$ cat src/verilog/loopPkg.sv
`default_nettype none

package loopPkg;

    // Bus and datapath widths.
    localparam int ADDR_WIDTH = 12;
    localparam int DATA_WIDTH = 32;

    // Register map. Each register occupies one 32-bit word.
    localparam logic [ADDR_WIDTH-1:0] LF_CONTROL      = 12'h000;
    localparam logic [ADDR_WIDTH-1:0] LF_LEAD_LAG     = 12'h004;
    localparam logic [ADDR_WIDTH-1:0] LF_LIMIT        = 12'h008;
    localparam logic [ADDR_WIDTH-1:0] LF_LOOPDATA     = 12'h00C;
    localparam logic [ADDR_WIDTH-1:0] LF_LOCKDETECTOR = 12'h010;
    localparam logic [ADDR_WIDTH-1:0] LF_INTEGRATOR   = 12'h014;

    // Gain fields are a mantissa and a right-shift exponent.
    localparam int EXP_WIDTH = 5;
    localparam int MAN_WIDTH = 8;

    localparam int LOCK_COUNT_WIDTH = 16;
    localparam int SYNC_WIDTH       = 12;

    // Cycles from errorStrobe to termStrobe in the scaler.
    localparam int SCALER_LATENCY = 1;

endpackage

`default_nettype wire

$ cat src/verilog/loopCtrlIf.sv
`default_nettype none

interface loopCtrlIf #(
    parameter int ERROR_WIDTH = 16
);

    logic                                    zeroError;
    logic                                    invertError;
    logic                                    clearAccum;
    logic [loopPkg::EXP_WIDTH-1:0]           leadExp;
    logic [loopPkg::MAN_WIDTH-1:0]           leadMan;
    logic [loopPkg::EXP_WIDTH-1:0]           lagExp;
    logic [loopPkg::MAN_WIDTH-1:0]           lagMan;
    logic [loopPkg::DATA_WIDTH-1:0]          limit;
    logic [loopPkg::DATA_WIDTH-1:0]          loopData;
    logic [loopPkg::LOCK_COUNT_WIDTH-1:0]    lockCount;
    logic [loopPkg::SYNC_WIDTH-1:0]          syncThreshold;

    // The scaled product, with one bit of headroom for a negated minimum error,
    // has to fit in the accumulator word.
    if (ERROR_WIDTH + loopPkg::MAN_WIDTH + 2 > loopPkg::DATA_WIDTH) begin : gWidthCheck
        $error("ERROR_WIDTH %0d is too wide for the accumulator", ERROR_WIDTH);
    end

    modport regs (output zeroError, invertError, clearAccum, leadExp, leadMan,
                  lagExp, lagMan, limit, loopData, lockCount, syncThreshold);
    modport scale (input zeroError, invertError, leadExp, leadMan, lagExp, lagMan);
    modport integ (input clearAccum);
    modport comb (input limit, loopData);
    modport lock (input lockCount, syncThreshold);

endinterface

`default_nettype wire

$ cat src/verilog/loopRegs.sv
`default_nettype none

module loopRegs (
    input  logic                              clk,
    input  logic                              rstN,
    input  logic [loopPkg::ADDR_WIDTH-1:0]    addr,
    input  logic [loopPkg::DATA_WIDTH-1:0]    dataIn,
    output logic [loopPkg::DATA_WIDTH-1:0]    dataOut,
    input  logic                              cs,
    input  logic                              wr0,
    input  logic                              wr1,
    input  logic                              wr2,
    input  logic                              wr3,
    input  logic [loopPkg::DATA_WIDTH-1:0]    lagAccum,
    input  logic                              lockStatus,
    loopCtrlIf.regs                           ctrl
);

    logic [3:0] byteEn;

    // Replaces the enabled bytes of a full word.
    function automatic logic [loopPkg::DATA_WIDTH-1:0] mergeBytes(
        input logic [loopPkg::DATA_WIDTH-1:0] oldWord,
        input logic [loopPkg::DATA_WIDTH-1:0] newWord,
        input logic [3:0]                     enables
    );
        logic [loopPkg::DATA_WIDTH-1:0] merged;
        merged = oldWord;
        for (int i = 0; i < 4; i++) begin
            if (enables[i]) begin
                merged[8*i +: 8] = newWord[8*i +: 8];
            end
        end
        return merged;
    endfunction

    assign byteEn = {wr3, wr2, wr1, wr0};

    always_ff @(posedge clk) begin
        if (!rstN) begin
            ctrl.zeroError     <= 1'b0;
            ctrl.invertError   <= 1'b0;
            ctrl.clearAccum    <= 1'b0;
            ctrl.leadExp       <= '0;
            ctrl.leadMan       <= '0;
            ctrl.lagExp        <= '0;
            ctrl.lagMan        <= '0;
            ctrl.limit         <= '0;
            ctrl.loopData      <= '0;
            ctrl.lockCount     <= '0;
            ctrl.syncThreshold <= '0;
        end else if (cs) begin
            case (addr)
                loopPkg::LF_CONTROL: begin
                    if (wr0) begin // Control bits live in the low byte only.
                        ctrl.zeroError   <= dataIn[0];
                        ctrl.invertError <= dataIn[1];
                        ctrl.clearAccum  <= dataIn[3];
                    end
                end
                loopPkg::LF_LEAD_LAG: begin
                    if (wr0) ctrl.lagExp <= dataIn[4:0];
                    if (wr1) ctrl.lagMan <= dataIn[15:8];
                    if (wr2) ctrl.leadExp <= dataIn[20:16];
                    if (wr3) ctrl.leadMan <= dataIn[31:24];
                end
                loopPkg::LF_LIMIT:    ctrl.limit <= mergeBytes(ctrl.limit, dataIn, byteEn);
                loopPkg::LF_LOOPDATA: ctrl.loopData <= mergeBytes(ctrl.loopData, dataIn, byteEn);
                loopPkg::LF_LOCKDETECTOR: begin
                    if (wr0) ctrl.lockCount[7:0] <= dataIn[7:0];
                    if (wr1) ctrl.lockCount[15:8] <= dataIn[15:8];
                    if (wr2) ctrl.syncThreshold[7:0] <= dataIn[23:16];
                    if (wr3) ctrl.syncThreshold[11:8] <= dataIn[27:24];
                end
                default: ;
            endcase
        end
    end

    always_comb begin
        dataOut = '0;
        if (cs) begin
            case (addr)
                loopPkg::LF_CONTROL:
                    dataOut = {lockStatus, 27'b0, ctrl.clearAccum, 1'b0,
                               ctrl.invertError, ctrl.zeroError};
                loopPkg::LF_LEAD_LAG:
                    dataOut = {ctrl.leadMan, 3'b0, ctrl.leadExp,
                               ctrl.lagMan, 3'b0, ctrl.lagExp};
                loopPkg::LF_LIMIT:        dataOut = ctrl.limit;
                loopPkg::LF_LOOPDATA:     dataOut = ctrl.loopData;
                loopPkg::LF_LOCKDETECTOR: dataOut = {4'h0, ctrl.syncThreshold, ctrl.lockCount};
                loopPkg::LF_INTEGRATOR:   dataOut = lagAccum; // Live accumulator value.
                default:                  dataOut = '0;
            endcase
        end
    end

endmodule

`default_nettype wire

$ cat src/verilog/errorScaler.sv
`default_nettype none

module errorScaler #(
    parameter int ERROR_WIDTH = 16
) (
    input  logic                                   clk,
    input  logic                                   rstN,
    input  logic signed [ERROR_WIDTH-1:0]          error,
    input  logic                                   errorStrobe,
    input  logic                                   zeroError,
    input  logic                                   invertError,
    input  logic [loopPkg::EXP_WIDTH-1:0]          gainExp,
    input  logic [loopPkg::MAN_WIDTH-1:0]          gainMan,
    output logic signed [loopPkg::DATA_WIDTH-1:0]  term,
    output logic                                   termStrobe
);

    // One extra bit so that negating the most negative error cannot overflow.
    logic signed [ERROR_WIDTH:0]                      condError;
    logic signed [ERROR_WIDTH+loopPkg::MAN_WIDTH+1:0] product;
    logic signed [loopPkg::DATA_WIDTH-1:0]            wideProduct;

    always_comb begin
        if (zeroError) begin
            condError = '0;
        end else if (invertError) begin
            condError = -{error[ERROR_WIDTH-1], error};
        end else begin
            condError = {error[ERROR_WIDTH-1], error};
        end
    end

    assign product     = condError * $signed({1'b0, gainMan}); // Mantissa is unsigned.
    assign wideProduct = loopPkg::DATA_WIDTH'(product);

    always_ff @(posedge clk) begin
        if (!rstN) begin
            termStrobe <= 1'b0;
        end else begin
            termStrobe <= errorStrobe;
        end
    end

    always_ff @(posedge clk) begin
        term <= wideProduct >>> gainExp;
    end

endmodule

`default_nettype wire

$ cat src/verilog/lagIntegrator.sv
`default_nettype none

module lagIntegrator (
    input  logic                                   clk,
    input  logic                                   rstN,
    input  logic signed [loopPkg::DATA_WIDTH-1:0]  term,
    input  logic                                   termStrobe,
    loopCtrlIf.integ                               ctrl,
    output logic signed [loopPkg::DATA_WIDTH-1:0]  lagAccum,
    output logic                                   accumStrobe
);

    always_ff @(posedge clk) begin
        if (!rstN) begin
            lagAccum    <= '0;
            accumStrobe <= 1'b0;
        end else begin
            // The strobe keeps its fixed latency even while the accumulator is held clear.
            accumStrobe <= termStrobe;
            if (ctrl.clearAccum) begin
                lagAccum <= '0;
            end else if (termStrobe) begin
                lagAccum <= lagAccum + term; // Wraps at 32 bits.
            end
        end
    end

endmodule

`default_nettype wire

$ cat src/verilog/loopCombiner.sv
`default_nettype none

module loopCombiner (
    input  logic                                   clk,
    input  logic                                   rstN,
    input  logic signed [loopPkg::DATA_WIDTH-1:0]  leadTerm,
    input  logic                                   leadStrobe,
    input  logic signed [loopPkg::DATA_WIDTH-1:0]  lagAccum,
    input  logic                                   accumStrobe,
    loopCtrlIf.comb                                ctrl,
    output logic [loopPkg::DATA_WIDTH-1:0]         loopOut,
    output logic                                   loopStrobe
);

    logic signed [loopPkg::DATA_WIDTH-1:0] leadHold;
    logic signed [loopPkg::DATA_WIDTH:0]   sum;
    logic signed [loopPkg::DATA_WIDTH:0]   posLimit;
    logic signed [loopPkg::DATA_WIDTH:0]   negLimit;
    logic signed [loopPkg::DATA_WIDTH:0]   clamped;

    // The lead term lands one cycle before the integrator has taken the same sample.
    always_ff @(posedge clk) begin
        if (leadStrobe) leadHold <= leadTerm;
    end

    assign sum      = {leadHold[loopPkg::DATA_WIDTH-1], leadHold}
                    + {lagAccum[loopPkg::DATA_WIDTH-1], lagAccum};
    assign posLimit = {1'b0, ctrl.limit};
    assign negLimit = -posLimit;

    always_comb begin
        if (sum > posLimit) begin
            clamped = posLimit;
        end else if (sum < negLimit) begin
            clamped = negLimit;
        end else begin
            clamped = sum;
        end
    end

    always_ff @(posedge clk) begin
        if (!rstN) begin
            loopOut    <= '0;
            loopStrobe <= 1'b0;
        end else begin
            loopStrobe <= accumStrobe;
            if (accumStrobe) begin
                loopOut <= ctrl.loopData + clamped[loopPkg::DATA_WIDTH-1:0];
            end
        end
    end

endmodule

`default_nettype wire

$ cat src/verilog/lockDetector.sv
`default_nettype none

module lockDetector #(
    parameter int ERROR_WIDTH = 16
) (
    input  logic                          clk,
    input  logic                          rstN,
    input  logic signed [ERROR_WIDTH-1:0] error,
    input  logic                          errorStrobe,
    loopCtrlIf.lock                       ctrl,
    output logic                          lockStatus
);

    localparam int CW = loopPkg::LOCK_COUNT_WIDTH;

    logic [ERROR_WIDTH-1:0] errMag;
    logic [CW-1:0]          count;
    logic [CW-1:0]          nextCount;
    logic [CW-1:0]          target;

    // Unsigned magnitude, so the most negative error is still represented.
    assign errMag = error[ERROR_WIDTH-1] ? ERROR_WIDTH'(-error) : ERROR_WIDTH'(error);

    assign nextCount = (&count) ? count : count + 1'b1; // Saturates.
    assign target    = (ctrl.lockCount == '0) ? CW'(1) : ctrl.lockCount;

    always_ff @(posedge clk) begin
        if (!rstN) begin
            count      <= '0;
            lockStatus <= 1'b0;
        end else if (errorStrobe) begin
            if (errMag <= ctrl.syncThreshold) begin
                count <= nextCount;
                if (nextCount >= target) lockStatus <= 1'b1;
            end else begin
                count      <= '0;
                lockStatus <= 1'b0;
            end
        end
    end

endmodule

`default_nettype wire

$ cat src/verilog/loopFilter.sv
`default_nettype none

module loopFilter #(
    parameter int ERROR_WIDTH = 16
) (
    input  logic                              clk,
    input  logic                              rstN,
    input  logic [loopPkg::ADDR_WIDTH-1:0]    addr,
    input  logic [loopPkg::DATA_WIDTH-1:0]    dataIn,
    output logic [loopPkg::DATA_WIDTH-1:0]    dataOut,
    input  logic                              cs,
    input  logic                              wr0,
    input  logic                              wr1,
    input  logic                              wr2,
    input  logic                              wr3,
    input  logic signed [ERROR_WIDTH-1:0]     error,
    input  logic                              errorStrobe,
    output logic [loopPkg::DATA_WIDTH-1:0]    loopOut,
    output logic                              loopStrobe,
    output logic                              lockStatus
);

    logic signed [loopPkg::DATA_WIDTH-1:0] leadTerm;
    logic                                  leadStrobe;
    logic signed [loopPkg::DATA_WIDTH-1:0] lagTerm;
    logic                                  lagStrobe;
    logic signed [loopPkg::DATA_WIDTH-1:0] lagAccum;
    logic                                  accumStrobe;

    loopCtrlIf #(.ERROR_WIDTH(ERROR_WIDTH)) ctrlBus ();

    loopRegs regs (
        .clk, .rstN, .addr, .dataIn, .dataOut, .cs, .wr0, .wr1, .wr2, .wr3,
        .lagAccum, .lockStatus, .ctrl(ctrlBus.regs)
    );

    // Both paths share the conditioning bits and differ only in their gain pair.
    errorScaler #(.ERROR_WIDTH(ERROR_WIDTH)) leadScaler (
        .clk, .rstN, .error, .errorStrobe,
        .zeroError(ctrlBus.zeroError), .invertError(ctrlBus.invertError),
        .gainExp(ctrlBus.leadExp), .gainMan(ctrlBus.leadMan),
        .term(leadTerm), .termStrobe(leadStrobe)
    );

    errorScaler #(.ERROR_WIDTH(ERROR_WIDTH)) lagScaler (
        .clk, .rstN, .error, .errorStrobe,
        .zeroError(ctrlBus.zeroError), .invertError(ctrlBus.invertError),
        .gainExp(ctrlBus.lagExp), .gainMan(ctrlBus.lagMan),
        .term(lagTerm), .termStrobe(lagStrobe)
    );

    lagIntegrator integ (
        .clk, .rstN, .term(lagTerm), .termStrobe(lagStrobe),
        .ctrl(ctrlBus.integ), .lagAccum, .accumStrobe
    );

    loopCombiner comb (
        .clk, .rstN, .leadTerm, .leadStrobe, .lagAccum, .accumStrobe,
        .ctrl(ctrlBus.comb), .loopOut, .loopStrobe
    );

    lockDetector #(.ERROR_WIDTH(ERROR_WIDTH)) lock (
        .clk, .rstN, .error, .errorStrobe, .ctrl(ctrlBus.lock), .lockStatus
    );

endmodule

`default_nettype wire

$ cat config.mk
export PLATFORM = sky130hd
export DESIGN_NAME = loopFilter
export DESIGN_NICKNAME = d
export VERILOG_FILES = /design/src/verilog/loopPkg.sv /design/src/verilog/loopCtrlIf.sv /design/src/verilog/loopRegs.sv /design/src/verilog/errorScaler.sv /design/src/verilog/lagIntegrator.sv /design/src/verilog/loopCombiner.sv /design/src/verilog/lockDetector.sv /design/src/verilog/loopFilter.sv
export SDC_FILE = /design/constraint.sdc
export NUM_CORES = 2
export LEC_CHECK = 0
export ABC_CLOCK_PERIOD_IN_PS = 8720
export BUFFER_PORTS_ARGS = -buffer_cell sky130_fd_sc_hd__buf_2
export CAP_MARGIN = 20
export CORE_MARGIN = 1
export CORE_UTILIZATION = 30
export CTS_CLUSTER_SIZE = 40
export DETAILED_ROUTE_END_ITERATION = 10
export MAX_ROUTING_LAYER = met4
export PLACE_DENSITY_LB_ADDON = 0.25
export SLEW_MARGIN = 0
export SYNTH_ARGS = -nofsm -noshare
export SYNTH_HDL_FRONTEND = slang
export SYNTH_SLANG_ARGS = --single-unit
$ cat constraint.sdc
create_clock -name clk -period 8.72 [get_ports clk]
set_input_delay 0 -clock clk [delete_from_list [all_inputs] [get_ports clk]]
set_output_delay 0 -clock clk [all_outputs]
set_load 0.005 [all_outputs]
==> metrics.txt <==
Routed Antenna Nets 0; min-delay src cs; Synth Net Count 4659; Setup Viol. Count Final 0; Syn Inst Count 4077; RSZ-0062 raised after global routing false; P per Cell Area 86.6 mW/mm2; power share of the clock group 48.0%; largest family of logic cells by synthesized area adder cells; total grt overflow 0; register area 0.00593 mm2; Yosys cell types 94; DR iter-0 viols 2344; Worst R2R End comb.loopOut[30]; sequential area share after synthesis 18.0%; CTS tree yes; Die Wd 333 um; total number of vias 29400; top-area cell type share of the netlist area 15.6%; Final Cell Area 0.0370 mm2; Routed WL 111 mm; Die Area 0.111 mm2; Hold/Removal Path Class input port to flip-flop; First-pass DRT Iterations 7; I/O pins 134; wire per inst 19.7 um; Crit path arrival time 8.55 ns; Rel. slew slack 28.7%; post-synthesis simple-gate area fraction 20.1%; most common cell in the netlist nand2_1; Layout area overhead 12.4%; Die H 333 um; Worst setup SP type flip-flop; ratio of cells with drive above 1 in the final layout 9.01%; Core Area 0.109 mm2; leakage 16.5 nW; Final Cycle Share 92.6%; Post-Place Cells 5519; worst-margin pin slew 1.07 ns; CTS H-tree depth 2; switch share 26.1%; top post-synthesis cells by area dfxtp_1 16%, fa_1 13%, ha_1 11%, nand2_1 5.9%, inv_1 4.8%; initial antenna violation count 11; sequential power share 41.7%; net switching power 835 uW; Worst path slowest cell o31ai_1; final hold vios 0; number of setup buffers added after CTS 0; FF-to-FF Start comb.leadHold[0]; minimum period implied by the final worst setup slack 8.08 ns; largest net degree at the start of global routing 87; # nets final 4765; R2R Setup Slk 0.64 ns; vias in the first global route 28300; clock sink count 283; DR vias/cell 5.23; Seq cells post-synth 283; global-route wire length before repair 171 mm; Synth Flop Type dfxtp_1; Synth area leader dfxtp_1; hold path depth 4; clk buf depth 3; Ys Warns 0; Async SR Flop Fraction 0%; Setup WS post-layout 0.641 ns; Comb power frac 10.3%; combined area of the multi-input logic cells 0.0246 mm2; total track usage 20.2%; Post-DP HPWL 88.0 mm; WP data required 9.20 ns; TNS Setup 0 ns; family with the most delay on the worst path compound AO/OA/AOI/OAI gates; DP Worst Slack 0.359 ns; number of max-cap violations 0; internal power 2.37 mW; Bufs and invs on worst path 0; slowest stage delay, CP 0.46 ns; f_max 0.124 GHz; Synth Area in Compound Gates 19.4%; status completed; Syn Area/Cell 8.07 um2; Register-to-Register Path Depth 34; cell row count 121; number of port buffers 133; Tot Pwr 3.20 mW; Hold Crit Endpoint regs.ctrl.lockCount[8]; peak supply drop 0.0000990 V; Post-DP Area 0.0353 mm2; synthesized area 0.0329 mm2; Setup CP Type flip-flop to flip-flop; clock skew 0.0262 ns; Post-synth EDFFs 26; count of pins over their slew limit 0; final RePlAce weighted congestion 0.932; CTS Root Cell clkbuf_16; post-route insts no fill 5624; DRC errors left 0; Post-Synth Adder-Cell Area 24.5%; XOR/XNOR Fraction of Synth Area 4.69%; critical path fanouts, max 16; Initial Utilization 30.2%; fill cell count 11400; total clock buffers created by CTS 35; post-synthesis mux area share 5.91%; crit end category flip-flop; synth cell count leaders 515 x nand2_1, 421 x inv_1, 295 x ha_1; insertion delay to the later sink of the worst-skew pair 0.56 ns; Worst-path clk slew 0.06 ns
## how the worst max path moves through the flow
stage	startpoint	end	slack [ns]	depth (start not counted)
final	comb.leadHold[0]	comb.loopOut[30]	0.64	34
after detailed placement	error[0]	lagScaler.term[19]	0.36	34
after floorplan	error[0]	lagScaler.term[2]	0.84	33
after CTS	comb.leadHold[0]	comb.loopOut[30]	0.54	34
after global placement	error[0]	lagScaler.term[19]	0.44	34
after global routing	comb.leadHold[0]	comb.loopOut[30]	0.10	33
## power by group through the flow
stage / logic, mW / clock network (mW) / registers (mW)
detailed placement: 0.312 / 0 / 1.36
finish: 0.331 / 1.54 / 1.34
CTS: 0.329 / 1.56 / 1.34
floorplan: 0.193 / 0 / 1.36
global route: 0.361 / 1.61 / 1.34
global placement: 0.311 / 0 / 1.36
## routing by layer
metal / global-route usage [%] / share of wire (%) / vias to the layer above / routed length (um)
li1: - / - / 14300 / -
met1: 27.7 / 47 / 14100 / 51900
met2: 31.5 / 44 / 892 / 49200
met3: 2.26 / 5.9 / 135 / 6530
met4: 5.13 / 2.7 / 0 / 3040
met5: - / 0 / - / 0
## worst min-delay path: cells and delay by family
| kind | cells | cell delay [ns] |
|---|---|---|
| AND/OR/NAND/NOR | 2 | 0.41 |
| buffers and inverters | 1 | 0.26 |
| AO/OA/AOI/OAI | 1 | 0.06 |
## registers in the layout (all words and copies together) (netlist names), 26 cells and up
| register | cells |
|---|---|
| regs.ctrl.limit | 32 |
| leadScaler.term | 26 |
| lagScaler.term | 26 |
| regs.ctrl.loopData | 32 |
| comb.leadHold | 26 |
| comb.loopOut | 32 |
| integ.lagAccum | 32 |
## timing repair
item                       in CTS  in global routing
setup endpoints to repair       0                  1
hold buffers                   40                  0
hold endpoints to repair      150                  0
resized for setup               0                  2
## per-stage QoR
step / util, % / hold WS, ns
after floorplan: - / 0.145
after global placement: 32.5 / 0.318
after detailed placement: 32.5 / 0.323
after CTS: 33.9 / 0.211
after global routing: 34.0 / 0.288
final: 34.0 / 0.252
## cell families after synthesis
group	Yosys count
adders and majority gates	514
AOI/OAI and AO/OA	944
and+or+nand+nor	1363
buffers and inverters	636
muxes	161
xor gates and xnor gates	176
DFF	283
## placed cells by master, fill, tap and decap left out, types with 23 or more instances in the layout
cell type,count
a31oi_1,32
o21ai_0,158
a22o_1,24
inv_1,421
nand2b_1,30
o21a_1,46
nor2_1,231
buf_2,132
o211ai_1,35
mux4_2,24
xnor2_1,121
a21oi_1,197
dfxtp_1,255
a21boi_0,125
dlygate4sd3_1,40
xor2_1,55
ha_1,295
nand4_1,36
nand2_1,515
a211oi_1,45
or3_1,28
nor3_1,65
clkbuf_16,36
o22ai_1,23
buf_4,105
mux2_2,26
nor2b_1,75
mux2i_1,111
edfxtp_1,26
a21o_1,79
and2_1,190
fa_1,219
nand3_1,88
## area by class of cell
| class | count | share of cell area, % |
|---|---|---|
| Multi-Input combinational cell | 3158 | 66.6 |
| Clock buffer | 45 | 2.66 |
| Inverter | 426 | 4.33 |
| Clock inverter | 16 | 0.525 |
| Antenna cell | 3 | 0.0203 |
| Sequential cell | 283 | 16.0 |
| Tap cell | 1414 | 4.79 |
| Timing Repair Buffer | 279 | 5.09 |
(Power assumes the default switching activity.)
